===== src/ks10_defs.svh =====
/*
 * KS10 RAMFILE sizing constants
 * Depth, address and word widths of the scratch memory, plus the
 * stack pointer value that reset places in location 15
 */

`ifndef KS10_DEFS_SVH
`define KS10_DEFS_SVH

// 1K words of fast AC blocks and microcode workspace
`define RAMFILE_DEPTH 1024

// Address width for the 1K array
`define RAMFILE_AW 10

// PDP-10 word width
`define WORD_W 36

// Stack pointer preset in AC 15 of block 0
`define RAMFILE_SP_SEED 36'o777577030303

`endif


===== src/ks10_pkg.sv =====
/*
 * KS10 RAMFILE types
 * Word, address and AC field types, and the APB register offsets
 */

`default_nettype none

`include "ks10_defs.svh"

package ks10_pkg;

   // One PDP-10 word; KS10 bit 0 is the MSB at [35]
   typedef logic [`WORD_W-1:0] word36_t;

   // RAMFILE word address
   typedef logic [`RAMFILE_AW-1:0] ramfile_addr_t;

   // Current AC block, eight blocks of sixteen
   typedef logic [2:0] ac_block_t;

   // AC number within a block
   typedef logic [3:0] ac_num_t;

   // APB register byte offsets
   typedef enum logic [4:0] {
      REG_ADDR    = 5'h00,
      REG_BLOCK   = 5'h04,
      REG_DATA_LO = 5'h08,
      REG_DATA_HI = 5'h0C,
      REG_CMD     = 5'h10
   } ramfile_reg_e;

endpackage

`default_nettype wire


===== src/ramfile_data.sv =====
/*
 * RAMFILE word staging register
 * Builds a 36-bit write word from the two APB halves and
 * takes the whole word from the array on a read capture
 */

`timescale 1ns/1ps
`default_nettype none

module ramfile_data import ks10_pkg::*;
(
   input  logic        clk,
   input  logic        rst,
   input  logic        wr_lo,
   input  logic        wr_hi,
   input  logic [31:0] wdata,
   input  logic        capture,
   input  word36_t     rd_word,
   output word36_t     word
);

   ////////////////////////////////////////////////////////////////////////////
   // Staged word
   ////////////////////////////////////////////////////////////////////////////

   always_ff @(posedge clk)
   begin
      if (rst)
      begin
         word <= '0;
      end
      else if (capture)
      begin
         // Whole word from the array
         word <= rd_word;
      end
      else
      begin
         // KS10 bits 4 to 35
         if (wr_lo)
         begin
            word[31:0] <= wdata;
         end
         // KS10 bits 0 to 3
         if (wr_hi)
         begin
            word[35:32] <= wdata[3:0];
         end
      end
   end

   // Capture belongs to a command, half writes to register access
   a_no_overlap: assert property (@(posedge clk) disable iff (rst)
      capture |-> !(wr_lo || wr_hi));

endmodule

`default_nettype wire


===== config.mk =====
export PLATFORM = sky130hd
export DESIGN_NAME = ramfile_data
export DESIGN_NICKNAME = d
export VERILOG_FILES = /design/src/ks10_pkg.sv /design/src/ramfile_data.sv
export VERILOG_INCLUDE_DIRS = /design/src
export SDC_FILE = /design/constraint.sdc
export NUM_CORES = 1
export LEC_CHECK = 0
export ABC_AREA = 1
export BUFFER_PORTS_ARGS = -buffer_cell sky130_fd_sc_hd__buf_2
export CAP_MARGIN = 30
export CORE_UTILIZATION = 38
export CTS_CLUSTER_SIZE = 14
export DETAILED_ROUTE_END_ITERATION = 10
export GPL_ROUTABILITY_DRIVEN = 0
export PLACE_DENSITY = 0.8
export SLEW_MARGIN = 15
export SYNTH_ARGS = -nofsm -noshare
export SYNTH_HDL_FRONTEND = slang
export SYNTH_SLANG_ARGS = --single-unit

===== constraint.sdc =====
create_clock -name clk -period 0.8 [get_ports clk]
set_input_delay 0.04 -clock clk [delete_from_list [all_inputs] [get_ports clk]]
set_output_delay 0.04 -clock clk [all_outputs]
set_load 0.05 [all_outputs]

==> flow_summary_export.csv, run 1 <==
group,metric,value,unit
global_route,gr-total-overflow,0,
sta,setup_tns,-0.337,ns
routing,drc,0,
power,p_comb_share,29.6,%
floorplanning,dieArea,4820,um^2
run_status,status,"finished, violations left",
cts,cts_max_level,2,
power,p_int,3320,uW
routing,wl_per_cell,11.9,um
routing,first_pass_iters,4,
routing,ant_nets,0,
cts,clk_path_buf_depth,2,
sta,tightest_slew,0.272,ns
layout,fin_nets,457,
synthesis,ys_ff_latch,36,
layout,top_regs,"word x36",
synthesis,syn-mean-instance-area,6.33,um^2
cts,clock-sinks,36,
critical_path,crit_family,"flip-flops",
critical_path,cpMaxStageDelayCell,"dfxtp_2",
floorplanning,fp.dieW,69.4,um
cts,clkLatencyLatePin,0.28,ns
synthesis,ys.warnings.count,0,
cts,ctsRootBufferMaster,"clkbuf_8",
synthesis,syn_area,1730,um^2
global_route,grt_pass1_vias,1953,
power,powerDensity,1690,nW/um^2
global_route,antenna_found_initial,0,
routing,routed_via_density,4.77,
critical_path,worst_ep_arrival_time,0.78,ns
job,maxCapViolCount,0,
layout,stdcell_area,2870,um^2
layout,num_antenna_cells,0,
critical_path,worstPathCellList,"buf_8",
run_status,violations,"negative setup slack",
sta,max_freq,1220,MHz
layout,synthToLayoutAreaGrowth,66.2,%
critical_path,crit_fanout,2,
sta,grt_setup_unrepaired,"yes",
floorplanning,io_pins,109,
synthesis,synth_top_area_share,41.7,%
placement,port_buffers,108,
layout,largest_reg_flops,36,
routing,drt_iter0_drc,84,
global_route,grt_max_degree,37,
critical_path,path_class,"flip-flop to primary output",
placement,place_inst,424,
placement,dp_hpwl,3380,um
power,clkPwrFrac,28.3,%
cts,cts_tree,"yes",
sta,holdWs,0.0482,ns
global_route,track_usage,21.5,%
routing,vias,2081,
floorplanning,num_rows,24,
power,ir_worst_vdd,0.896,mV
sta,finClkSkew,0,ns
routing,drt_wl_total,5180,um
sta,post-route-min-period,0.823,ns
critical_path,start_kind,"flip-flop",
power,p_seq_share,42.1,%
sta,fin_crit_sh,103,%
synthesis,synth_cell_types,11,
sta,slew_viol_final,0,
layout,nFillCells,374,
layout,fin_cells,436,
synthesis,synth_top_cell_by_area,"dfxtp_1",
cts,holdBufCountCts,0,
power,p_sw,1520,uW
sta,hold_viol_final,0,
synthesis,synth_nets,346,
min_path,hp-class,"primary input to flip-flop",
power,p_leak,0.00166,uW
cts,clkTransAtPathRegs,0.07,ns
power,power.total,4840,uW
global_route,grt_first_pass_wirelength,8410,um
critical_path,max_stage_delay,0.35,ns
sta,fin_ws,-0.0227,ns
synthesis,synth-seq-area-share,41.7,%
critical_path,end_kind,"primary output",
floorplanning,core-area,4350,um^2
placement,place_area,2400,um^2
sta,max_slew_margin,81.8,%
synthesis,synth.area.top_cells,"dfxtp_1 (42%), nand2_1 (23%), nand3_1 (21%)",
floorplanning,initial_core_util,39.7,%
critical_path,required,0.76,ns
cts,cts_made_buffers,5,
layout,regMostFlops,"word",
sta,setup_viol,31,
critical_path,cp.buffers_inverters,1,
synthesis,synthCells,273,
power,p_sw_share,31.4,%
layout,drive_above_1_share,44.3,%
floorplanning,die_h,69.4,um
cell type report:
type | count | area, um^2 | share of cell area, %
clock buffers | 7 | 96.3 | 3.36
inverters | 38 | 143 | 4.97
multi-input cells | 182 | 791 | 27.5
flip-flops and latches | 36 | 766 | 26.7
well taps | 52 | 65.1 | 2.27
repair buffers | 121 | 1010 | 35.2
power groups by stage:
stage	clock network [uW]	registers, uW	logic (uW)
2_1_floorplan	0	2450	370
3_3_place_gp	0	2030	1170
3_5_place_dp	0	2030	1190
4_1_cts	1430	2030	1380
5_1_grt	1530	2050	1530
6_report	1370	2040	1430
routing by layer:
metal,global-route usage (%),wire length (um),vias to the layer above
met1,24.2,2130,918
met4,8.39,55,0
met5,0,0,-
li1,-,-,1061
met2,38.2,2660,96
met3,5.81,342,6
cells in the final DEF (no fill, tap or decap), drive strengths merged:
cell	instances
clkinv	1
inv	37
dfxtp	36
nor2	2
nand3	72
clkbuf	7
buf	121
nand2	108
cells in the mapped netlist:
library cell	number
buf_2	11
buf_4	3
clkbuf_1	3
clkinv_1	1
dfxtp_1	36
inv_1	36
inv_2	1
nand2_1	108
nand3_1	72
nor2_1	1
nor2_2	1
repair_timing:
item | in CTS | in global routing
cloned | 0 | 0
buffers inserted | 2 | 3
endpoints found under the hold margin | 0 | 0
endpoints found under the setup margin | 36 | 37
gates resized for setup | 86 | 16
cells by family after synthesis:
| logic type | share of synthesized area [%] |
|---|---|
| buffers and inverters | 13.4 |
| DFF | 41.7 |
| and+or+nand+nor | 44.9 |
stage by stage:
step                      setup slack, ns  util [%]
final                             -0.0227      65.9
after floorplan                    0.0376         -
after global routing              -0.0595      65.9
after global placement           -0.00484      55.1
after detailed placement          -0.0640      55.1
after CTS                         -0.0340      64.1
worst paths after layout:
kind               from        to  slack, ns  cells after the start
max            word[31]  word[31]      -0.02                      1
min reg2reg    word[26]  word[26]       0.54                      4
min          rd_word[9]   word[9]       0.05                      5
max reg2reg    word[31]  word[31]       0.02                      5
No activity file was read; power rests on OpenSTA's default activity.
==> run 2, diff against run 1 <==
==> constraint.sdc (replaced) <==
create_clock -name clk -period 0.8 [get_ports clk]
set_input_delay 0.12 -clock clk [delete_from_list [all_inputs] [get_ports clk]]
set_output_delay 0.12 -clock clk [all_outputs]
set_load 0.01 [all_outputs]
==> run 2 against run 1 <==
Net effect: the flow still finishes with violations (negative setup slack); critical path depth did not move; non-clock buffer count fell by 2; design area fell by 5.1%; global-route usage fell by 1.1 points; hold slack improved by 0.080 ns; die area did not move; core utilization fell by 3.4 points; clock power fell by 6%; largest cell class unchanged.
==> flow_summary_export.csv, run 2 (synthesis results as in run 1) <==
group,metric,value,unit
run_status,status,"finished, violations left",
run_status,violations,"negative setup slack",
cts,clkTransAtPathRegs,0.07,ns
layout,multi_input_area,776,um^2
placement,port_buffers,108,
critical_path,max_stage_delay,0.35,ns
sta,hold_viol_final,0,
placement,place_area,2360,um^2
layout,num_antenna_cells,0,
floorplanning,dieArea,4820,um^2
sta,fin_ws,-0.0599,ns
routing,wl_per_cell,11.1,um
sta,max_slew_margin,82.1,%
critical_path,path_class,"flip-flop to primary output",
cts,clock-sinks,36,
critical_path,cp.buffers_inverters,1,
cts,cts_made_buffers,5,
layout,top_regs,"word x36",
floorplanning,initial_core_util,39.7,%
routing,ant_nets,0,
layout,final_common_cell,"nand2_1",
power,powerDensity,1570,nW/um^2
placement,dp_hpwl,3360,um
routing,drc,0,
power,p_leak,0.00160,uW
layout,nFillCells,379,
layout,synthToLayoutAreaGrowth,57.7,%
critical_path,worstPathCellList,"buf_6",
sta,grt_setup_unrepaired,"yes",
critical_path,end_kind,"primary output",
critical_path,cpMaxStageDelayCell,"dfxtp_2",
sta,slew_viol_final,0,
critical_path,worst_ep_arrival_time,0.74,ns
global_route,gr-total-overflow,0,
cts,cts_tree,"yes",
cts,ctsRootBufferMaster,"clkbuf_8",
layout,largest_reg_flops,36,
global_route,grt_max_degree,37,
floorplanning,die_h,69.4,um
floorplanning,fp.dieW,69.4,um
layout,regMostFlops,"word",
critical_path,start_kind,"flip-flop",
critical_path,required,0.68,ns
critical_path,crit_fanout,2,
global_route,track_usage,20.4,%
sta,fin_crit_sh,107,%
global_route,grt_first_pass_wirelength,7980,um
min_path,hp-class,"primary input to flip-flop",
routing,vias,2072,
sta,max_freq,1160,MHz
cts,clkLatencyLatePin,0.28,ns
sta,post-route-min-period,0.860,ns
critical_path,crit_family,"flip-flops",
cts,holdBufCountCts,0,
floorplanning,io_pins,109,
layout,seqCellArea,766,um^2
layout,stdcell_area,2730,um^2
sta,finClkSkew,0,ns
layout,utilization,62.6,%
layout,fin_nets,455,
global_route,grt_pass1_vias,1899,
routing,drt_iter0_drc,87,
critical_path,r2r_slack,0.06,ns
floorplanning,num_rows,24,
floorplanning,core-area,4350,um^2
layout,drive_above_1_share,42.6,%
cts,cts_max_level,2,
sta,setup_tns,-1.40,ns
routing,first_pass_iters,4,
layout,most-common-layout-cells,"nand2_1 (108), nand3_1 (72), buf_2 (72)",
cts,clk_path_buf_depth,2,
global_route,antenna_found_initial,0,
routing,drt_wl_total,4810,um
routing,routed_via_density,4.76,
power,ir_worst_vdd,0.875,mV
sta,tightest_slew,0.268,ns
sta,setup_viol,36,
job,maxCapViolCount,0,
[run 2: cell count changes in the layout (fill, tap and decap cells not counted)]
cell / before / now
nand2_1: 106 / 108
nand2_2: 2 / 0
nand3_1: 70 / 72
buf_4: 9 / 8
buf_8: 26 / 0
nand3_2: 2 / 0
buf_12: 4 / 3
clkbuf_1: 0 / 2
clkbuf_8: 7 / 6
buf_6: 10 / 36
[run 2: cell type report]
class	count	area share [%]
Inverter	38	5.23
Clock buffer	8	3.31
Tap cell	52	2.39
Multi-Input combinational cell	182	28.5
Sequential cell	36	28.1
Timing Repair Buffer	119	32.5
[run 2: through the flow]
stage	instances	worst slack (ns)	power, uW	hold WS, ns
final	435	-0.0599	4280	0.128
after global routing	435	-0.0844	4500	0.147
after CTS	435	-0.0636	4330	0.117
after detailed placement	426	-0.127	2840	0.421
after global placement	426	-0.0940	2830	0.407
after floorplan	273	-0.0316	2440	0.320
[run 2: per-layer routing]
metal  global-route usage, %  wire [um]  up-vias
li1                        -          -     1056
met2                    36.2       2290      100
met4                    8.62         70        0
met3                    4.36        417        7
met1                    23.5       2030      909
met5                       0          0        -
[run 2: worst paths after layout]
check,startpoint,endpoint,depth (start not counted)
worst max register to register,word[35],word[35],5
worst min register to register,word[13],word[13],4
worst max-delay path,word[30],word[30],1
worst min-delay path,rd_word[34],word[34],5
[run 2: what timing repair did]
action / 4_1_cts / 5_1_grt
resized for setup: 72 / 0
buffers inserted: 1 / 0
setup endpoints to repair: 36 / 36
[run 2: worst reg2reg max path: cells and delay by family, from the launching register on]
kind	cells	cell delay, ns
DFF	1	0.32
and+or+nand+nor	3	0.17
buffers and inverters	2	0.15
[run 2: where the power goes]
group          internal [uW]  switching, uW  total [uW]
clock network            702            588        1290
registers               1940           87.5        2030
logic                    521            445         966
