$ cat src/ks10_defs.svh
/*
 * KS10 RAMFILE sizing constants
 * Depth, address and word widths of the scratch memory, plus the
 * stack pointer value that reset places in location 15
 */

`ifndef KS10_DEFS_SVH
`define KS10_DEFS_SVH

// 1K words of fast AC blocks and microcode workspace
`define RAMFILE_DEPTH 1024

// Address width for the 1K array
`define RAMFILE_AW 10

// PDP-10 word width
`define WORD_W 36

// Stack pointer preset in AC 15 of block 0
`define RAMFILE_SP_SEED 36'o777577030303

`endif

$ cat src/ks10_pkg.sv
/*
 * KS10 RAMFILE types
 * Word, address and AC field types, and the APB register offsets
 */

`default_nettype none

`include "ks10_defs.svh"

package ks10_pkg;

   // One PDP-10 word; KS10 bit 0 is the MSB at [35]
   typedef logic [`WORD_W-1:0] word36_t;

   // RAMFILE word address
   typedef logic [`RAMFILE_AW-1:0] ramfile_addr_t;

   // Current AC block, eight blocks of sixteen
   typedef logic [2:0] ac_block_t;

   // AC number within a block
   typedef logic [3:0] ac_num_t;

   // APB register byte offsets
   typedef enum logic [4:0] {
      REG_ADDR    = 5'h00,
      REG_BLOCK   = 5'h04,
      REG_DATA_LO = 5'h08,
      REG_DATA_HI = 5'h0C,
      REG_CMD     = 5'h10
   } ramfile_reg_e;

endpackage

`default_nettype wire

$ cat src/ramfile_if.sv
/*
 * RAMFILE port bundle
 * Enable, write, address and data lines between the controller,
 * the address former and the 1Kx36 array
 */

`timescale 1ns/1ps
`default_nettype none

interface ramfile_if import ks10_pkg::*; ();

   logic          clken;     // Operation on this edge
   logic          wr;        // Store din when enabled
   ramfile_addr_t ram_addr;  // Word address
   word36_t       din;       // Write data
   word36_t       dout;      // Word at last enabled address

   // Controller side, sequences the RAM cycle
   modport ctl (output clken, output wr, output din);

   // Address former side
   modport addr (output ram_addr);

   // Array side
   modport mem (input clken, input wr, input ram_addr, input din, output dout);

endinterface

`default_nettype wire

$ cat src/ramfile_addr.sv
/*
 * RAMFILE address former
 * Selects the direct address or the AC address (block times
 * sixteen plus AC number) and holds it for the RAM cycle
 */

`timescale 1ns/1ps
`default_nettype none

module ramfile_addr import ks10_pkg::*;
(
   input  logic          clk,
   input  logic          rst,
   input  logic          ac_mode,
   input  ramfile_addr_t addr_field,
   input  ac_block_t     block,
   ramfile_if.addr       bus
);

   // AC number in the low bits of the field
   ac_num_t       ac_num;

   // Address chosen this cycle
   ramfile_addr_t next_addr;

   assign ac_num = addr_field[3:0];

   // AC blocks occupy 0 to 127, block in bits 6:4
   assign next_addr = ac_mode ? ramfile_addr_t'({block, ac_num}) : addr_field;

   ////////////////////////////////////////////////////////////////////////////
   // Address register
   ////////////////////////////////////////////////////////////////////////////

   // Fields only change between APB transfers, so the
   // register is settled before the command's RAM cycle
   always_ff @(posedge clk)
   begin
      if (rst)
      begin
         bus.ram_addr <= '0;
      end
      else
      begin
         bus.ram_addr <= next_addr;
      end
   end

endmodule

`default_nettype wire

$ cat src/flat_wrapper.sv
// flat-port wrapper written by rule: the top's interface ports become plain ports
module ramfile_addr_flat import ks10_pkg::*;
  (clk, rst, ac_mode, addr_field, block, bus_ram_addr);
  ramfile_if bus_i ();
  input  logic clk;
  input  logic rst;
  input  logic ac_mode;
  input  ramfile_addr_t addr_field;
  input  ac_block_t block;
  output wire logic [$bits(bus_i.ram_addr)-1:0] bus_ram_addr;
  assign bus_ram_addr = bus_i.ram_addr;
  ramfile_addr u_core (.clk(clk), .rst(rst), .ac_mode(ac_mode), .addr_field(addr_field), .block(block), .bus(bus_i));
endmodule
$ cat config.mk
export PLATFORM = sky130hd
export DESIGN_NAME = ramfile_addr_flat
export DESIGN_NICKNAME = d
export VERILOG_FILES = /design/src/ks10_pkg.sv /design/src/ramfile_if.sv /design/src/ramfile_addr.sv /design/src/flat_wrapper.sv
export VERILOG_INCLUDE_DIRS = /design/src
export SDC_FILE = /design/constraint.sdc
export NUM_CORES = 1
export LEC_CHECK = 0
export BUFFER_PORTS_ARGS = -buffer_cell sky130_fd_sc_hd__buf_2
export CAP_MARGIN = 10
export CORE_AREA = 2 2 39 41
export DETAILED_ROUTE_END_ITERATION = 7
export DIE_AREA = 0 0 41 43
export PLACE_DENSITY = 0.61
export SYNTH_ARGS = -nofsm -noshare
export SYNTH_HDL_FRONTEND = slang
export SYNTH_SLANG_ARGS = --single-unit
$ cat constraint.sdc
create_clock -name clk -period 1 [get_ports clk]
set_input_delay 0.1 -clock clk [delete_from_list [all_inputs] [get_ports clk]]
set_output_delay 0.1 -clock clk [all_outputs]
set_load 0.05 [all_outputs]
==> results of run 1 <==
## layer usage
| metal | wire (um) | vias to the layer above |
|---|---|---|
| met4 | 0 | 0 |
| met3 | 87 | 0 |
| met5 | 0 | - |
| li1 | - | 135 |
| met1 | 202 | 106 |
| met2 | 278 | 15 |
## layout by cell type (no fill, tap or decap)
cell type	n
nor2b_1	3
nor2_1	4
and2_1	3
clkbuf_8	1
clkbuf_4	3
buf_2	25
and2b_1	1
mux2i_1	3
dfxtp_1	10
## area by class of cell
cell class	count	area, um^2
clock buffer	4	36.3
fill	152	912
multi-input combinational	14	90.1
sequential	10	200
tap	16	20.0
timing repair buffer	25	125
## cell families after synthesis
family        Yosys count  synth area share [%]
simple gates           11                  20.7
flops                  10                  69.0
mux                     3                  10.3
## report_power, final
part	leakage (nW)	internal (W)	switching, W
Combinational	0.154	0.0000485	0.000103
Clock	0.0210	0.000221	0.000133
Sequential	0.0830	0.000419	0.00000421
Total	0.258	0.000689	0.000240
## final timing paths
check	startpoint	end	slack, ns	depth (start not counted)
min	addr_field[9]	u_core.bus.ram_addr[9]$_SDFF_PP0_	0.04	2
max	u_core.bus.ram_addr[6]$_SDFF_PP0_	bus_ram_addr[6]	0.07	1
## through the flow
| stage | total power, W | utilization [%] |
|---|---|---|
| after floorplan | 0.000531 | - |
| after global placement | 0.000584 | 31.5 |
| after detailed placement | 0.000587 | 31.5 |
| after CTS | 0.000950 | 34.1 |
| after global routing | 0.000979 | 34.1 |
| final | 0.000928 | 34.1 |
==> impl_table.tex, run 1 <==
\begin{tabular}{lr}
\hline
Metric & Value \\
\hline
\multicolumn{2}{l}{\textbf{Global route}} \\
Total congestion overflow & 0 \\
Antenna violations before repair & 0 \\
Met1 track demand over resource in global routing & slightly below 7\% \\
All-layer global routing usage & $\sim$7.8\% \\
Grt met2 use & approximately 11\% \\
Global routing usage on met3 & under 10\% \\
Grt peak-use layer & met2 \\
Via count of the first global-routing pass & 246 \\
Maximum number of pins on one net before global-route repair & 9 \\
Global-route wire length before repair & roughly 860 um \\
\multicolumn{2}{l}{\textbf{Final layout}} \\
Count of placed standard cells in the final layout, fillers left out & 69 \\
Flip-flop count of the largest register after layout & 10 \\
Final std cell area, no fill & 472 um\^{}2 \\
Largest regs & u\_core.bus.ram\_addr (10) \\
Register name with the most flops & u\_core.bus.ram\_addr \\
Number of antenna repair diodes & 0 \\
Area growth syn-to-layout & 62.5\% \\
Share of layout cells above drive strength 1 & a little over half \\
Net count reported at finish & 70 \\
\multicolumn{2}{l}{\textbf{Logic synthesis}} \\
Primary FF master, synth & dfxtp\_1 \\
Cell taking the most area after synthesis & dfxtp\_1 \\
Synthesis Warnings & 0 \\
Most numerous cell in the Yosys netlist & dfxtp\_1 \\
Fraction of registers with async set or reset after synthesis & 0\% \\
Netlist cell types & 6 \\
Average cell area after synthesis & approximately 12 um\^{}2 \\
Seq cells post-synth & 10 \\
Synth top area cells & dfxtp\_1 69\%, mux2i\_1 10\%, and2\_1 6.5\% \\
Post-synth EDFFs & 0 \\
Synthesized Nets & 40 \\
Sequential element share of the synthesized area & 69.0\% \\
Gate Count Post-Synth & 24 \\
Top cell types by occurrence after synthesis & 10 x dfxtp\_1, 4 x nor2\_1, 3 x and2\_1, 3 x mux2i\_1, 3 x nor2b\_1 \\
Share of the synthesized area in the top cell type & slightly below 70\% \\
Cell Area, Synth & roughly 290 um\^{}2 \\
\multicolumn{2}{l}{\textbf{Die}} \\
Total die area & 0.00176 mm\^{}2 \\
Effective utilization at floorplan & 21.0\% \\
Horizontal die dimension & between 40 and 50 um \\
Die H & 43 um \\
Io pins & 26 \\
Placeable core area & between 0.001 and 0.0015 mm\^{}2 \\
Std cell rows & 14 \\
\multicolumn{2}{l}{\textbf{Route}} \\
Number of nets with antenna violations after routing & 0 \\
Via Count & roughly 260 \\
Routed wirelength normalized by instance count & 8.23 um \\
Remaining DRCs & 0 \\
Initial DRC Count & 0 \\
Via density per instance & roughly 3.7 \\
Total detailed-routing wirelength & 568 um \\
First-pass iteration count of the detailed router & 1 \\
\multicolumn{2}{l}{\textbf{Place}} \\
Instance area after placement & around 440 um\^{}2 \\
Worst slack after detailed placement & 0.346 ns \\
\# port buffers & 25 \\
\# placed instances & between 60 and 70 \\
RD Place Congestion & approximately 0.56 \\
\multicolumn{2}{l}{\textbf{Critical path}} \\
Worst Path Required & 0.90 ns \\
Kind of cell adding the most delay to the critical path & flip-flops \\
Ordered list of cells on the worst path & buf\_2 \\
Slowest stage cell, crit path & dfxtp\_1 \\
Highest net fanout along the worst path & 1 \\
Category of the worst setup path capture point & output port \\
Data arrival time of the critical path & about 0.83 ns \\
Critical path launch point type & register \\
Worst Setup Path Type & reg2out \\
Crit path largest cell delay & 0.32 ns \\
Worst path buffer plus inverter count & 1 \\
\multicolumn{2}{l}{\textbf{Timing}} \\
Slew @ Worst Pin & 0.251 ns \\
Worst relative slew slack & between 80 and 90\% \\
Final count of pins violating max slew & 0 \\
Least setup slack across all paths after layout & about 0.066 ns \\
Setup repair after global routing missed its margin & false \\
Clock period minus final worst setup slack & $\sim$0.93 ns \\
Max frequency & about 1.1 GHz \\
Setup Viol. Count Final & 0 \\
Hold Violations, Final & 0 \\
Fin crit share & between 90\% and 100\% \\
Min Hold Slack & around 0.036 ns \\
Total negative setup slack & 0 ns \\
\multicolumn{2}{l}{\textbf{Run status}} \\
Run status & finished clean \\
\multicolumn{2}{l}{\textbf{Clocking}} \\
Hold-fix buffers at CTS & 0 \\
Clock slew seen by the registers of the worst setup and hold paths & around 0.07 ns \\
Post-cts repair resize count & 0 \\
Number of buffers created by CTS & 3 \\
Clock tree from TritonCTS & done \\
H-tree levels & 1 \\
Number of sinks handled by clock tree synthesis & 10 \\
Count of buffers added by post-CTS timing repair for setup & 0 \\
Buffer depth of the longest clock path & 2 \\
Buffer cell driving the clock tree root & clkbuf\_4 \\
\multicolumn{2}{l}{\textbf{Min path}} \\
HP Class & in2reg \\
\multicolumn{2}{l}{\textbf{Run}} \\
Max\_cap viols & 0 \\
\multicolumn{2}{l}{\textbf{Power and ir drop}} \\
Total power per unit cell area & approximately 2000 mW/mm\^{}2 \\
Maximum resistive drop on vdd & between 0.5 and 0.6 mV \\
Static Leak & approximately 0.26 nW \\
\hline
\end{tabular}
Note: power is estimated with default switching activity, not from simulation.
==> run 2: changes to the inputs <==
==> constraint.sdc (replaced) <==
create_clock -name clk -period 0.9 [get_ports clk]
set_input_delay 0.09 -clock clk [delete_from_list [all_inputs] [get_ports clk]]
set_output_delay 0.09 -clock clk [all_outputs]
set_load 0.05 [all_outputs]
==> run 2 against run 1 <==
First-iteration DRC count unchanged. Power up 13%. Via count up 1.6%. Non-clock buffer count unchanged. Flip-flop and latch count unchanged. Sequential share of layout area down 3.0 points. Die area unchanged. Clock power up 12%. Combinational power up 23%. Worst hold slack worse by 0.011 ns. Clock-buffer cell count unchanged. Highest routed layer unchanged.
==> impl_table.tex, run 2 (synthesis gave the netlist of run 1 again) <==
\begin{tabular}{lr}
\hline
Metric & Value \\
\hline
\multicolumn{2}{l}{\textbf{Final layout}} \\
Most frequent cells in the layout & 15 x buf\_2, 10 x dfxtp\_1, 7 x buf\_4 \\
Number of antenna repair diodes & 0 (unchanged) \\
Register name with the most flops & u\_core.bus.ram\_addr \\
Flip-flop count of the largest register after layout & 10 (unchanged) \\
Largest regs & u\_core.bus.ram\_addr (10) \\
Net count reported at finish & 70 (unchanged) \\
Area growth syn-to-layout & 75.0\% \\
Count of placed standard cells in the final layout, fillers left out & 69 (unchanged) \\
Share of layout cells above drive strength 1 & 54.7\% (unchanged) \\
Leading cell type in the layout, fill and taps excluded & buf\_2 \\
\multicolumn{2}{l}{\textbf{Clocking}} \\
Hold-fix buffers at CTS & 0 (unchanged) \\
Clock tree from TritonCTS & done \\
Number of sinks handled by clock tree synthesis & 10 (unchanged) \\
H-tree levels & 1 (unchanged) \\
Count of buffers added by post-CTS timing repair for setup & 0 (unchanged) \\
Post-cts repair resize count & 10 (+10) \\
Buffer cell driving the clock tree root & clkbuf\_4 \\
Clock slew seen by the registers of the worst setup and hold paths & 0.07 ns (about the same) \\
Number of buffers created by CTS & 3 (unchanged) \\
Buffer depth of the longest clock path & 2 (unchanged) \\
\multicolumn{2}{l}{\textbf{Place}} \\
\# port buffers & 25 (unchanged) \\
RD Place Congestion & 0.563 (unchanged) \\
\# placed instances & 65 (unchanged) \\
\multicolumn{2}{l}{\textbf{Die}} \\
Std cell rows & 14 (unchanged) \\
Io pins & 26 (unchanged) \\
Effective utilization at floorplan & 21.0\% (unchanged) \\
Die H & 43 um (unchanged) \\
Total die area & 0.00176 mm\^{}2 (unchanged) \\
Placeable core area & 0.00138 mm\^{}2 (unchanged) \\
Horizontal die dimension & 41 um (unchanged) \\
\multicolumn{2}{l}{\textbf{Critical path}} \\
Crit path largest cell delay & 0.32 ns (about the same) \\
Ordered list of cells on the worst path & buf\_4 \\
Kind of cell adding the most delay to the critical path & flip-flops \\
Highest net fanout along the worst path & 1 (unchanged) \\
Worst Path Required & 0.81 ns (-0.09 ns) \\
Category of the worst setup path capture point & output port \\
Worst setup path startpoint & u\_core.bus.ram\_addr[9]\$\_SDFF\_PP0\_ \\
Worst path buffer plus inverter count & 1 (unchanged) \\
Slowest stage cell, crit path & dfxtp\_1 \\
Data arrival time of the critical path & 0.77 ns (-0.06 ns) \\
Worst Setup Path Type & reg2out \\
Critical path launch point type & register \\
\multicolumn{2}{l}{\textbf{Timing}} \\
Slew @ Worst Pin & 0.190 ns (-0.0606 ns) \\
Hold Violations, Final & 0 (unchanged) \\
Worst relative slew slack & 87.3\% (+3.9 points) \\
Clock period minus final worst setup slack & 0.856 ns \\
Max frequency & about 1.2 GHz \\
Final count of pins violating max slew & 0 (unchanged) \\
Fin crit share & $\sim$95\% \\
Setup repair after global routing missed its margin & false \\
Setup Viol. Count Final & 0 (unchanged) \\
Total negative setup slack & 0 ns (unchanged) \\
Min Hold Slack & 0.0252 ns (-0.0105 ns) \\
\multicolumn{2}{l}{\textbf{Power and ir drop}} \\
Maximum resistive drop on vdd & 0.567 mV (+12\%) \\
Post-layout power & 0.00105 W (+13\%) \\
Total power per unit cell area & 2070 mW/mm\^{}2 (+5.4\%) \\
Static Leak & 0.263 nW (+2.2\%) \\
\multicolumn{2}{l}{\textbf{Min path}} \\
Worst hold path startpoint & addr\_field[9] \\
Number of cells traversed by the worst hold path & 2 (unchanged) \\
Hold worst-path end & u\_core.bus.ram\_addr[9]\$\_SDFF\_PP0\_ \\
HP Class & in2reg \\
\multicolumn{2}{l}{\textbf{Route}} \\
Routed wirelength normalized by instance count & 8.52 um (+3.5\%) \\
Initial DRC Count & 0 (unchanged) \\
First-pass iteration count of the detailed router & 1 (unchanged) \\
Number of nets with antenna violations after routing & 0 (unchanged) \\
Total detailed-routing wirelength & 588 um (+3.5\%) \\
Via Count & 260 (+1.6\%) \\
Remaining DRCs & 0 (unchanged) \\
Via density per instance & 3.77 (+1.6\%) \\
\multicolumn{2}{l}{\textbf{Global route}} \\
Maximum number of pins on one net before global-route repair & 9 (unchanged) \\
All-layer global routing usage & 8.25\% (+0.40 points) \\
Global-route wire length before repair & 903 um (+5.6\%) \\
Total congestion overflow & 0 (unchanged) \\
Via count of the first global-routing pass & 257 (+4.5\%) \\
Antenna violations before repair & 0 (unchanged) \\
\multicolumn{2}{l}{\textbf{Run}} \\
Max\_cap viols & 0 (unchanged) \\
\multicolumn{2}{l}{\textbf{Run status}} \\
Run status & finished clean \\
\hline
\end{tabular}
## run 2: cell counts in the layout (fill, tap and decap cells not counted)
No cell type changed its count.
## run 2: power by group
group	internal, W	switching [W]	leakage (nW)
clock	0.000245	0.000148	0.0210
combinational	0.0000720	0.000114	0.159
sequential	0.000466	0.00000742	0.0830
total	0.000783	0.000270	0.263
## run 2: worst max path at each step
stage | endpoint | depth (start not counted) | slack (ns)
after floorplan | bus_ram_addr[0] | 0 | 0.22
after global placement | bus_ram_addr[7] | 1 | 0.28
after detailed placement | bus_ram_addr[6] | 1 | 0.26
after CTS | bus_ram_addr[6] | 1 | 0.02
after global routing | bus_ram_addr[6] | 1 | 0.003
final | bus_ram_addr[9] | 1 | 0.04
## run 2: stage by stage
stage | area [um^2] | setup slack [ns] | util (%)
floorplan | 290 | 0.223 | -
global placement | 435 | 0.277 | 31.5
detailed placement | 435 | 0.256 | 31.5
CTS | 497 | 0.0182 | 35.9
global route | 508 | 0.00320 | 36.7
finish | 508 | 0.0444 | 36.7
## run 2: layout make-up
type	instances	area (um^2)
fill	149	876
sequential	10	200
timing repair buffer	25	161
multi-input combinational	14	90.1
clock buffer	4	36.3
tap	16	20.0
## run 2: layer usage
layer,share of wire (%),GRT usage [%],vias up
li1,-,-,135
met1,34,6.80,110
met2,52,12.5,15
met3,14,4.71,0
met4,0,8.00,0
met5,0,0,-
