$ cat src/ks10_defs.svh
/*
 * KS10 RAMFILE sizing constants
 * Depth, address and word widths of the scratch memory, plus the
 * stack pointer value that reset places in location 15
 */

`ifndef KS10_DEFS_SVH
`define KS10_DEFS_SVH

// 1K words of fast AC blocks and microcode workspace
`define RAMFILE_DEPTH 1024

// Address width for the 1K array
`define RAMFILE_AW 10

// PDP-10 word width
`define WORD_W 36

// Stack pointer preset in AC 15 of block 0
`define RAMFILE_SP_SEED 36'o777577030303

`endif

$ cat src/ks10_pkg.sv
/*
 * KS10 RAMFILE types
 * Word, address and AC field types, and the APB register offsets
 */

`default_nettype none

`include "ks10_defs.svh"

package ks10_pkg;

   // One PDP-10 word; KS10 bit 0 is the MSB at [35]
   typedef logic [`WORD_W-1:0] word36_t;

   // RAMFILE word address
   typedef logic [`RAMFILE_AW-1:0] ramfile_addr_t;

   // Current AC block, eight blocks of sixteen
   typedef logic [2:0] ac_block_t;

   // AC number within a block
   typedef logic [3:0] ac_num_t;

   // APB register byte offsets
   typedef enum logic [4:0] {
      REG_ADDR    = 5'h00,
      REG_BLOCK   = 5'h04,
      REG_DATA_LO = 5'h08,
      REG_DATA_HI = 5'h0C,
      REG_CMD     = 5'h10
   } ramfile_reg_e;

endpackage

`default_nettype wire

$ cat src/ramfile_if.sv
/*
 * RAMFILE port bundle
 * Enable, write, address and data lines between the controller,
 * the address former and the 1Kx36 array
 */

`timescale 1ns/1ps
`default_nettype none

interface ramfile_if import ks10_pkg::*; ();

   logic          clken;     // Operation on this edge
   logic          wr;        // Store din when enabled
   ramfile_addr_t ram_addr;  // Word address
   word36_t       din;       // Write data
   word36_t       dout;      // Word at last enabled address

   // Controller side, sequences the RAM cycle
   modport ctl (output clken, output wr, output din);

   // Address former side
   modport addr (output ram_addr);

   // Array side
   modport mem (input clken, input wr, input ram_addr, input din, output dout);

endinterface

`default_nettype wire

$ cat src/ramfile_ctl.sv
/*
 * RAMFILE APB controller
 * Register decode, mode/address/block registers and the command
 * FSM that runs the RAM cycle and holds pready for wait states
 */

`timescale 1ns/1ps
`default_nettype none

module ramfile_ctl import ks10_pkg::*;
(
   input  logic          clk,
   input  logic          rst,
   input  logic          psel,
   input  logic          penable,
   input  logic          pwrite,
   input  logic [4:0]    paddr,
   input  logic [31:0]   pwdata,
   output logic [31:0]   prdata,
   output logic          pready,
   output logic          pslverr,
   input  word36_t       word,
   output logic          wr_lo,
   output logic          wr_hi,
   output logic          capture,
   output logic          ac_mode,
   output ramfile_addr_t addr_field,
   output ac_block_t     block,
   ramfile_if.ctl        bus
);

   typedef enum logic [1:0] {IDLE, RAM_CYCLE, CAPTURE, DONE} state_e;

   state_e       state;
   ramfile_reg_e reg_sel;
   logic         setup;
   logic         access;
   logic         reg_err;
   logic         cmd_start;
   logic         reg_wr;

   // APB phases
   assign setup  = psel & ~penable;
   assign access = psel & penable;

   assign reg_sel = ramfile_reg_e'(paddr);

   // Start bit set on a command write
   assign cmd_start = pwrite & (reg_sel == REG_CMD) & pwdata[0];

   // Error on unmapped offsets and command reads
   always_comb
   begin
      case (reg_sel)
         REG_ADDR, REG_BLOCK, REG_DATA_LO, REG_DATA_HI: reg_err = 1'b0;
         REG_CMD: reg_err = ~pwrite;
         default: reg_err = 1'b1;
      endcase
   end

   // Register writes land on the completing access cycle
   assign reg_wr = (state == DONE) & access & pwrite & ~pslverr;
   assign wr_lo  = reg_wr & (reg_sel == REG_DATA_LO);
   assign wr_hi  = reg_wr & (reg_sel == REG_DATA_HI);

   // Array always writes the staged word
   assign bus.din = word;

   ////////////////////////////////////////////////////////////////////////////
   // Read data mux
   ////////////////////////////////////////////////////////////////////////////

   always_comb
   begin
      case (reg_sel)
         REG_ADDR:    prdata = {15'd0, ac_mode, 6'd0, addr_field};
         REG_BLOCK:   prdata = {29'd0, block};
         REG_DATA_LO: prdata = word[31:0];
         REG_DATA_HI: prdata = {28'd0, word[35:32]};
         default:     prdata = '0;
      endcase
   end

   ////////////////////////////////////////////////////////////////////////////
   // Mode, address and block registers
   ////////////////////////////////////////////////////////////////////////////

   always_ff @(posedge clk)
   begin
      if (rst)
      begin
         ac_mode    <= 1'b0;
         addr_field <= '0;
         block      <= '0;
      end
      else if (reg_wr)
      begin
         case (reg_sel)
            REG_ADDR:
            begin
               addr_field <= pwdata[9:0];
               ac_mode    <= pwdata[16];
            end
            REG_BLOCK: block <= pwdata[2:0];
            default: ;
         endcase
      end
   end

   ////////////////////////////////////////////////////////////////////////////
   // Command FSM
   ////////////////////////////////////////////////////////////////////////////

   // Decoded in setup so the first access cycle is already the
   // RAM cycle or the zero-wait completion
   always_ff @(posedge clk)
   begin
      if (rst)
      begin
         state     <= IDLE;
         pready    <= 1'b0;
         pslverr   <= 1'b0;
         capture   <= 1'b0;
         bus.clken <= 1'b0;
         bus.wr    <= 1'b0;
      end
      else
      begin
         case (state)
            IDLE:
            begin
               if (setup && cmd_start)
               begin
                  state     <= RAM_CYCLE;
                  bus.clken <= 1'b1;
                  bus.wr    <= pwdata[1];
               end
               else if (setup)
               begin
                  state   <= DONE;
                  pready  <= 1'b1;
                  pslverr <= reg_err;
               end
            end
            RAM_CYCLE:
            begin
               bus.clken <= 1'b0;
               bus.wr    <= 1'b0;
               // Write finishes here while a read needs the array output
               if (bus.wr)
               begin
                  state  <= DONE;
                  pready <= 1'b1;
               end
               else
               begin
                  state   <= CAPTURE;
                  capture <= 1'b1;
               end
            end
            CAPTURE:
            begin
               capture <= 1'b0;
               pready  <= 1'b1;
               state   <= DONE;
            end
            default:
            begin
               pready  <= 1'b0;
               pslverr <= 1'b0;
               state   <= IDLE;
            end
         endcase
      end
   end

   // Completion only answers a live access phase
   a_pready_access: assert property (@(posedge clk) disable iff (rst)
      pready |-> psel && penable);

   // One enabled RAM edge within the access phase of a start command
   a_clken_pulse: assert property (@(posedge clk) disable iff (rst)
      bus.clken |-> access && cmd_start ##1 !bus.clken);

endmodule

`default_nettype wire

$ cat src/flat_wrapper.sv
// flat-port wrapper written by rule: the top's interface ports become plain ports
module ramfile_ctl_flat import ks10_pkg::*;
  (clk, rst, psel, penable, pwrite, paddr, pwdata, prdata, pready, pslverr, word, wr_lo, wr_hi, capture, ac_mode, addr_field, block, bus_clken, bus_wr, bus_din);
  ramfile_if bus_i ();
  input  logic clk;
  input  logic rst;
  input  logic psel;
  input  logic penable;
  input  logic pwrite;
  input  logic [4:0] paddr;
  input  logic [31:0] pwdata;
  output logic [31:0] prdata;
  output logic pready;
  output logic pslverr;
  input  word36_t word;
  output logic wr_lo;
  output logic wr_hi;
  output logic capture;
  output logic ac_mode;
  output ramfile_addr_t addr_field;
  output ac_block_t block;
  output wire logic [$bits(bus_i.clken)-1:0] bus_clken;
  output wire logic [$bits(bus_i.wr)-1:0] bus_wr;
  output wire logic [$bits(bus_i.din)-1:0] bus_din;
  assign bus_clken = bus_i.clken;
  assign bus_wr = bus_i.wr;
  assign bus_din = bus_i.din;
  ramfile_ctl u_core (.clk(clk), .rst(rst), .psel(psel), .penable(penable), .pwrite(pwrite), .paddr(paddr), .pwdata(pwdata), .prdata(prdata), .pready(pready), .pslverr(pslverr), .word(word), .wr_lo(wr_lo), .wr_hi(wr_hi), .capture(capture), .ac_mode(ac_mode), .addr_field(addr_field), .block(block), .bus(bus_i));
endmodule
$ cat config.mk
export PLATFORM = sky130hd
export DESIGN_NAME = ramfile_ctl_flat
export DESIGN_NICKNAME = d
export VERILOG_FILES = /design/src/ks10_pkg.sv /design/src/ramfile_if.sv /design/src/ramfile_ctl.sv /design/src/flat_wrapper.sv
export VERILOG_INCLUDE_DIRS = /design/src
export SDC_FILE = /design/constraint.sdc
export NUM_CORES = 1
export LEC_CHECK = 0
export BUFFER_PORTS_ARGS = -buffer_cell sky130_fd_sc_hd__buf_2
export CORE_ASPECT_RATIO = 1.1
export CORE_MARGIN = 10
export CORE_UTILIZATION = 36
export DETAILED_ROUTE_END_ITERATION = 6
export PLACE_DENSITY = 0.81
export RECOVER_POWER = 50
export SETUP_SLACK_MARGIN = 0.02
export SLEW_MARGIN = 20
export SYNTH_ARGS = -nofsm -noshare
export SYNTH_HDL_FRONTEND = slang
export SYNTH_SLANG_ARGS = --single-unit
export TNS_END_PERCENT = 20
$ cat constraint.sdc
create_clock -name clk -period 2.25 [get_ports clk]
set_input_delay 0.225 -clock clk [delete_from_list [all_inputs] [get_ports clk]]
set_output_delay 0.225 -clock clk [all_outputs]
set_load 0.05 [all_outputs]
==> impl_metrics.json, run 1 <==
{
  "grt_pass1_wl_um": 9294,
  "dp_hpwl_um": 5187,
  "post_dp_cell_area_mm2": 0.002213,
  "slew_violations": 0,
  "die_area_mm2": 0.007862,
  "status": "completed",
  "r2r_slack_ns": 0.36,
  "path_class": "flip-flop to primary output",
  "wl_met2_um": 3041,
  "worstMarginPinSlew_ns": 0.6380,
  "synthXorXnorAreaFrac": 0,
  "clk_pin_slew_worst_paths_ns": 0.09,
  "maxSlewHeadroom": 0.5765,
  "num_rows": 26,
  "overflow": 0,
  "max_clock_freq_ghz": 0.5057,
  "initial_core_util": 0.3673,
  "cts_buffers": 3,
  "multi_input_area_um2": 924.6,
  "drc": 0,
  "die_y_um": 92,
  "ys_types": 40,
  "postLayoutCellArea_mm2": 0.002192,
  "cpPeakStageDelay_ns": 0.41,
  "post_cts_buffers": 0,
  "drt_pre_antenna_iters": 4,
  "wl_per_cell_um": 16.85,
  "fillers": 474,
  "crit_path_top_delay_cell": "dfxtp_1",
  "grt_use_total": 0.1375,
  "ios": 167,
  "seqCellArea_um2": 420.4,
  "top_layer_used": "met4",
  "rsz0062_at_grt": "no",
  "ys.flop_type": "dfxtp_1",
  "synth-simple-area-share": 0.2817,
  "maxCapViolCount": 0,
  "finalSetupViolations": 0,
  "hold_class": "input port to flip-flop",
  "powerDensity_mw_per_mm2": 636.2,
  "cts_resized": 0,
  "ys_warn_count": 0,
  "hold_viol": 0,
  "critPathCaptureType": "primary output",
  "drive_gt1_frac": 0.3887,
  "clock_skew_ns": 0.008738,
  "drt-total-wl_um": 6015,
  "fin_nets": 385,
  "synth_nets": 278,
  "timing.hold.ws_ns": 0.1976,
  "antenna_found_initial": 0,
  "die_w_um": 85.46,
  "ir_drop_v": 0.0006522,
  "grt_pass1_vias": 1814,
  "design_power_total_uw": 1395,
  "synth.avg_cell_area_um2": 8.701,
  "cts_buffer_depth": 2,
  "synth_area_mm2": 0.001697,
  "hold_buffers": 0,
  "synth_compound_area_frac": 0.08702,
  "vias_per_cell": 4.992,
  "ant_nets": 0,
  "worstPathMaxFanout": 5,
  "gp_congestion": 0.8253,
  "insertedDiodeCount": 0,
  "worstPathRequired_ns": 2.03,
  "final_common_cell": "buf_2",
  "wl_met3_um": 702,
  "synth.area.mux_share": 0.1357,
  "ys_seq_area_frac": 0.2478,
  "synthAdderAreaFrac": 0.03687,
  "period_needed_ns": 1.978,
  "via_count": 1782,
  "yosys_register_bits": 21,
  "period_share": 0.8789,
  "port_buffers": 145,
  "cts.sinks": 21,
  "syn_to_final_growth_pct": 29.20,
  "synth-async-reset-ratio": 0,
  "layout_setup_ws_ns": 0.2725,
  "cp-start-kind": "flip-flop",
  "core-area_mm2": 0.004619,
  "final_cell_mix": "91 x buf_2, 54 x clkbuf_1, 21 x and3_1, 21 x nor2_1, 21 x dfxtp_1",
  "grt_max_degree": 23,
  "crit_path_cell_trace": "ha_1 -> nand4_1 -> buf_4 -> nor4_2 -> buf_2",
  "m1WireLength_um": 2214,
  "cts_tree": "built",
  "cts-root-buf": "clkbuf_8",
  "place_ws_ns": 0.2769,
  "worst_ep_arrival_time_ns": 1.75,
  "synth_top_family_by_area": "simple AND/OR/NAND/NOR gates",
  "p_leak_uw": 0.001100,
  "finalSetupTns_ns": 0,
  "drt_iter0_drc": 37,
  "syn_inst": 195,
  "synth-edff-count": 0,
  "htreeDepth": 1,
  "insertion_delay_ns": 0.26
}
-- synth_stat cells (2+ instances only) --
cell type / count / area (um^2)
buf_4: 36 / 270.3
and3_1: 21 / 131.4
dfxtp_1: 21 / 420.4
nor2_1: 21 / 78.83
mux2i_1: 14 / 140.1
clkbuf_1: 9 / 33.78
nand2_1: 8 / 30.03
a22o_1: 7 / 61.31
a21oi_1: 5 / 25.02
ha_1: 5 / 62.56
inv_1: 4 / 15.01
and2b_2: 3 / 26.28
buf_6: 3 / 33.78
mux4_2: 3 / 67.56
nand2b_1: 3 / 18.77
nand3_1: 3 / 15.01
mux2_2: 2 / 22.52
nand4_1: 2 / 12.51
nor2b_1: 2 / 12.51
nor4_1: 2 / 12.51
nor4_4: 2 / 42.54
-- through the flow --
stage | cells | util
6_report | 357 | 0.4745
5_1_grt | 357 | 0.4745
4_1_cts | 357 | 0.4892
3_5_place_dp | 353 | 0.4791
3_3_place_gp | 353 | 0.4791
2_1_floorplan | 195 | -
-- metal layers --
| metal | global-route usage | up-vias |
|---|---|---|
| li1 | - | 861 |
| met1 | 0.1369 | 829 |
| met2 | 0.2563 | 86 |
| met3 | 0.06195 | 6 |
| met4 | 0.02473 | 0 |
| met5 | 0 | - |
-- cells by family after synthesis --
group	after synthesis
flops	21
simple gates	77
compound gates	20
mux	19
buf+inv	53
fa+ha+maj	5
-- final timing paths --
kind                                       start                   end  cells after the start
worst max-delay path             u_core.state[1]                 wr_hi                      5
worst min-delay path                   pwdata[6]  u_core.addr_field[6]                      3
worst max register to register   u_core.state[0]       u_core.state[1]                      6
worst min register to register  u_core.bus.clken      u_core.bus.clken                      1
-- sequential cells by signal, summed over array words and instances (netlist names) --
name               cells
u_core.ac_mode         1
u_core.addr_field     10
u_core.block           3
u_core.bus.clken       1
u_core.bus.wr          1
u_core.capture         1
u_core.pready          1
u_core.pslverr         1
u_core.state           2
-- worst max-delay path, delay by kind of cell (launching register included) --
kind                       cells  cell delay [ns]
DFF                            1             0.41
buffers and inverters          2             0.51
and+or+nand+nor                2             0.35
adders and majority gates      1             0.22
-- power by group --
part	total (uW)	internal [uW]	switching (uW)
sequential	466	414	51.9
combinational	676	203	473
clock	253	123	130
total	1390	740	655
-- final cells by class --
| class | count | area share |
|---|---|---|
| timing repair buffer | 151 | 0.3265 |
| sequential | 21 | 0.1918 |
| clock inverter | 1 | 0.002283 |
| multi-input combinational | 121 | 0.4218 |
| tap | 56 | 0.03196 |
| clock buffer | 3 | 0.01884 |
| inverter | 4 | 0.006849 |
No activity file was read; power rests on OpenSTA's default activity.
==> inputs of run 2 (changes only) <==
--- a/config.mk
+++ b/config.mk
@@ -9,9 +9,9 @@
 export BUFFER_PORTS_ARGS = -buffer_cell sky130_fd_sc_hd__buf_2
 export CORE_ASPECT_RATIO = 1.1
 export CORE_MARGIN = 10
-export CORE_UTILIZATION = 36
+export CORE_UTILIZATION = 39
 export DETAILED_ROUTE_END_ITERATION = 6
-export PLACE_DENSITY = 0.81
+export PLACE_DENSITY = 0.87
 export RECOVER_POWER = 50
 export SETUP_SLACK_MARGIN = 0.02
 export SLEW_MARGIN = 20
==> constraint.sdc (replaced) <==
create_clock -name clk -period 2.5 [get_ports clk]
set_input_delay 0.25 -clock clk [delete_from_list [all_inputs] [get_ports clk]]
set_output_delay 0.25 -clock clk [all_outputs]
set_load 0.05 [all_outputs]
==> impl_metrics.json, run 2 (synthesis results as in run 1) <==
{
  "status": "completed",
  "final_common_cell": "buf_2",
  "ios": 167,
  "wl_met2_um": 3020,
  "port_buffers": 145,
  "top_register": "u_core.addr_field",
  "overflow": 0,
  "critPathLaunch": "u_core.state[0]",
  "r2r_end": "u_core.addr_field[2]",
  "hold_viol": 0,
  "holdPathEnd": "u_core.addr_field[4]",
  "die_w_um": 82.89,
  "gp_congestion": 0.9160,
  "grt_use_total": 0.1411,
  "instances_no_fill": 353,
  "power.switching_uw": 577.1,
  "vias_per_cell": 4.935,
  "initial_core_util": 0.3988,
  "grt_pass1_wl_um": 8832,
  "drc": 0,
  "cts-root-buf": "clkbuf_8",
  "r2r_slack_ns": 0.40,
  "top_layer_used": "met4",
  "antenna_found_initial": 0,
  "r2r_cells": 6,
  "worstPathRequired_ns": 2.25,
  "drt-total-wl_um": 5861,
  "max_clock_freq_ghz": 0.4741,
  "powerDensity_mw_per_mm2": 572.1,
  "core-area_mm2": 0.004254,
  "seqPwrFrac": 0.341,
  "htreeDepth": 1,
  "worstReg2RegStart": "u_core.state[0]",
  "post_cts_buffers": 0,
  "period_needed_ns": 2.109,
  "largest_register_ffs": 10,
  "timing.hold.ws_ns": 0.2328,
  "grt_max_degree": 23,
  "min_from": "pwdata[4]",
  "hold_class": "input port to flip-flop",
  "clock_skew_ns": 0.003137,
  "dp_hpwl_um": 5051,
  "wl_per_cell_um": 16.60,
  "via_count": 1742,
  "maxCapViolCount": 0,
  "drive_gt1_frac": 0.3813,
  "die_y_um": 89.18,
  "critPathCaptureType": "primary output",
  "min_path_cells": 3,
  "syn_to_final_growth_pct": 28.10,
  "cp-start-kind": "flip-flop",
  "comb_power_share": 0.487,
  "worstPathMaxFanout": 5,
  "slew_violations": 0,
  "wl_met3_um": 577,
  "finalSetupTns_ns": 0,
  "insertion_delay_ns": 0.25,
  "clk_pin_slew_worst_paths_ns": 0.07,
  "cts_tree": "built",
  "m1WireLength_um": 2232,
  "drt_iter0_drc": 59,
  "worstMarginPinSlew_ns": 0.6444,
  "rsz0062_at_grt": "no",
  "p_leak_uw": 0.001088,
  "hold_buffers": 0,
  "reg.largest.list": "u_core.addr_field: 10 flops, u_core.block: 3 flops, u_core.state: 2 flops",
  "switching_share": 0.4642,
  "fin_nets": 383,
  "ir_drop_v": 0.0007331,
  "cts_resized": 0,
  "insertedDiodeCount": 0,
  "cts_buffers": 3,
  "period_share": 0.8437,
  "finalSetupViolations": 0,
  "pwr-share-clk": 0.173,
  "num_rows": 25,
  "place_inst": 349,
  "p_int_uw": 666.1,
  "ant_nets": 0,
  "design_power_total_uw": 1243,
  "final_cell_mix": "91 x buf_2, 55 x clkbuf_1, 21 x and3_1, 21 x nor2_1, 21 x dfxtp_1",
  "grt_pass1_vias": 1698,
  "maxSlewHeadroom": 0.5722,
  "cts.sinks": 21,
  "cts_buffer_depth": 2,
  "worst_ep_arrival_time_ns": 1.86,
  "die_area_mm2": 0.007391,
  "drt_pre_antenna_iters": 4,
  "path_class": "flip-flop to primary output"
}
==> run 2: cell types whose count changed in the layout (fill, tap and decap cells not counted), sizes merged <==
| cell | before | now |
|---|---|---|
| buf | 97 | 95 |
| clkbuf | 57 | 58 |
| clkinv | 1 | 0 |
==> run 2: worst max-delay path by stage <==
stage / to / slack [ns]
floorplan: wr_lo / -0.01
global placement: u_core.addr_field[7] / 0.48
detailed placement: u_core.addr_field[2] / 0.40
CTS: u_core.addr_field[2] / 0.39
global route: u_core.addr_field[2] / 0.26
finish: wr_lo / 0.39
==> run 2: metal layers <==
metal,up-vias,GRT usage
li1,859,-
met3,4,0.05105
met1,790,0.1482
met5,-,0
met2,89,0.2654
met4,0,0.03096
==> run 2: stage by stage <==
step,worst slack [ns],utilization,cell area [um^2]
after global routing,0.2571,0.5109,2173
after global placement,0.4849,0.5162,2196
after floorplan,-0.01203,-,1703
after CTS,0.3879,0.5268,2241
after detailed placement,0.4032,0.5162,2196
final,0.3908,0.5109,2173
==> run 2: power by group through the flow <==
stage          Combinational (uW)  Sequential (uW)  Clock (uW)
2_1_floorplan                 425              497           0
3_3_place_gp                  606              424           0
3_5_place_dp                  616              429           0
4_1_cts                       619              422         223
5_1_grt                       656              429         237
6_report                      605              424         215
==> run 2: final cells by class <==
type                       count  area [um^2]
clock buffer                   4        45.04
fill                         442         2081
inverter                       4        15.01
multi-input combinational    121        924.6
sequential                    21        420.4
tap                           54        67.56
timing repair buffer         149        700.7
==> run 2: worst max-delay path: stages, from the launching register on <==
cell and delay, ns:
dfxtp_1 0.43, ha_1 0.20, nand4_1 0.30, nor3b_1 0.35
buf_2 0.32
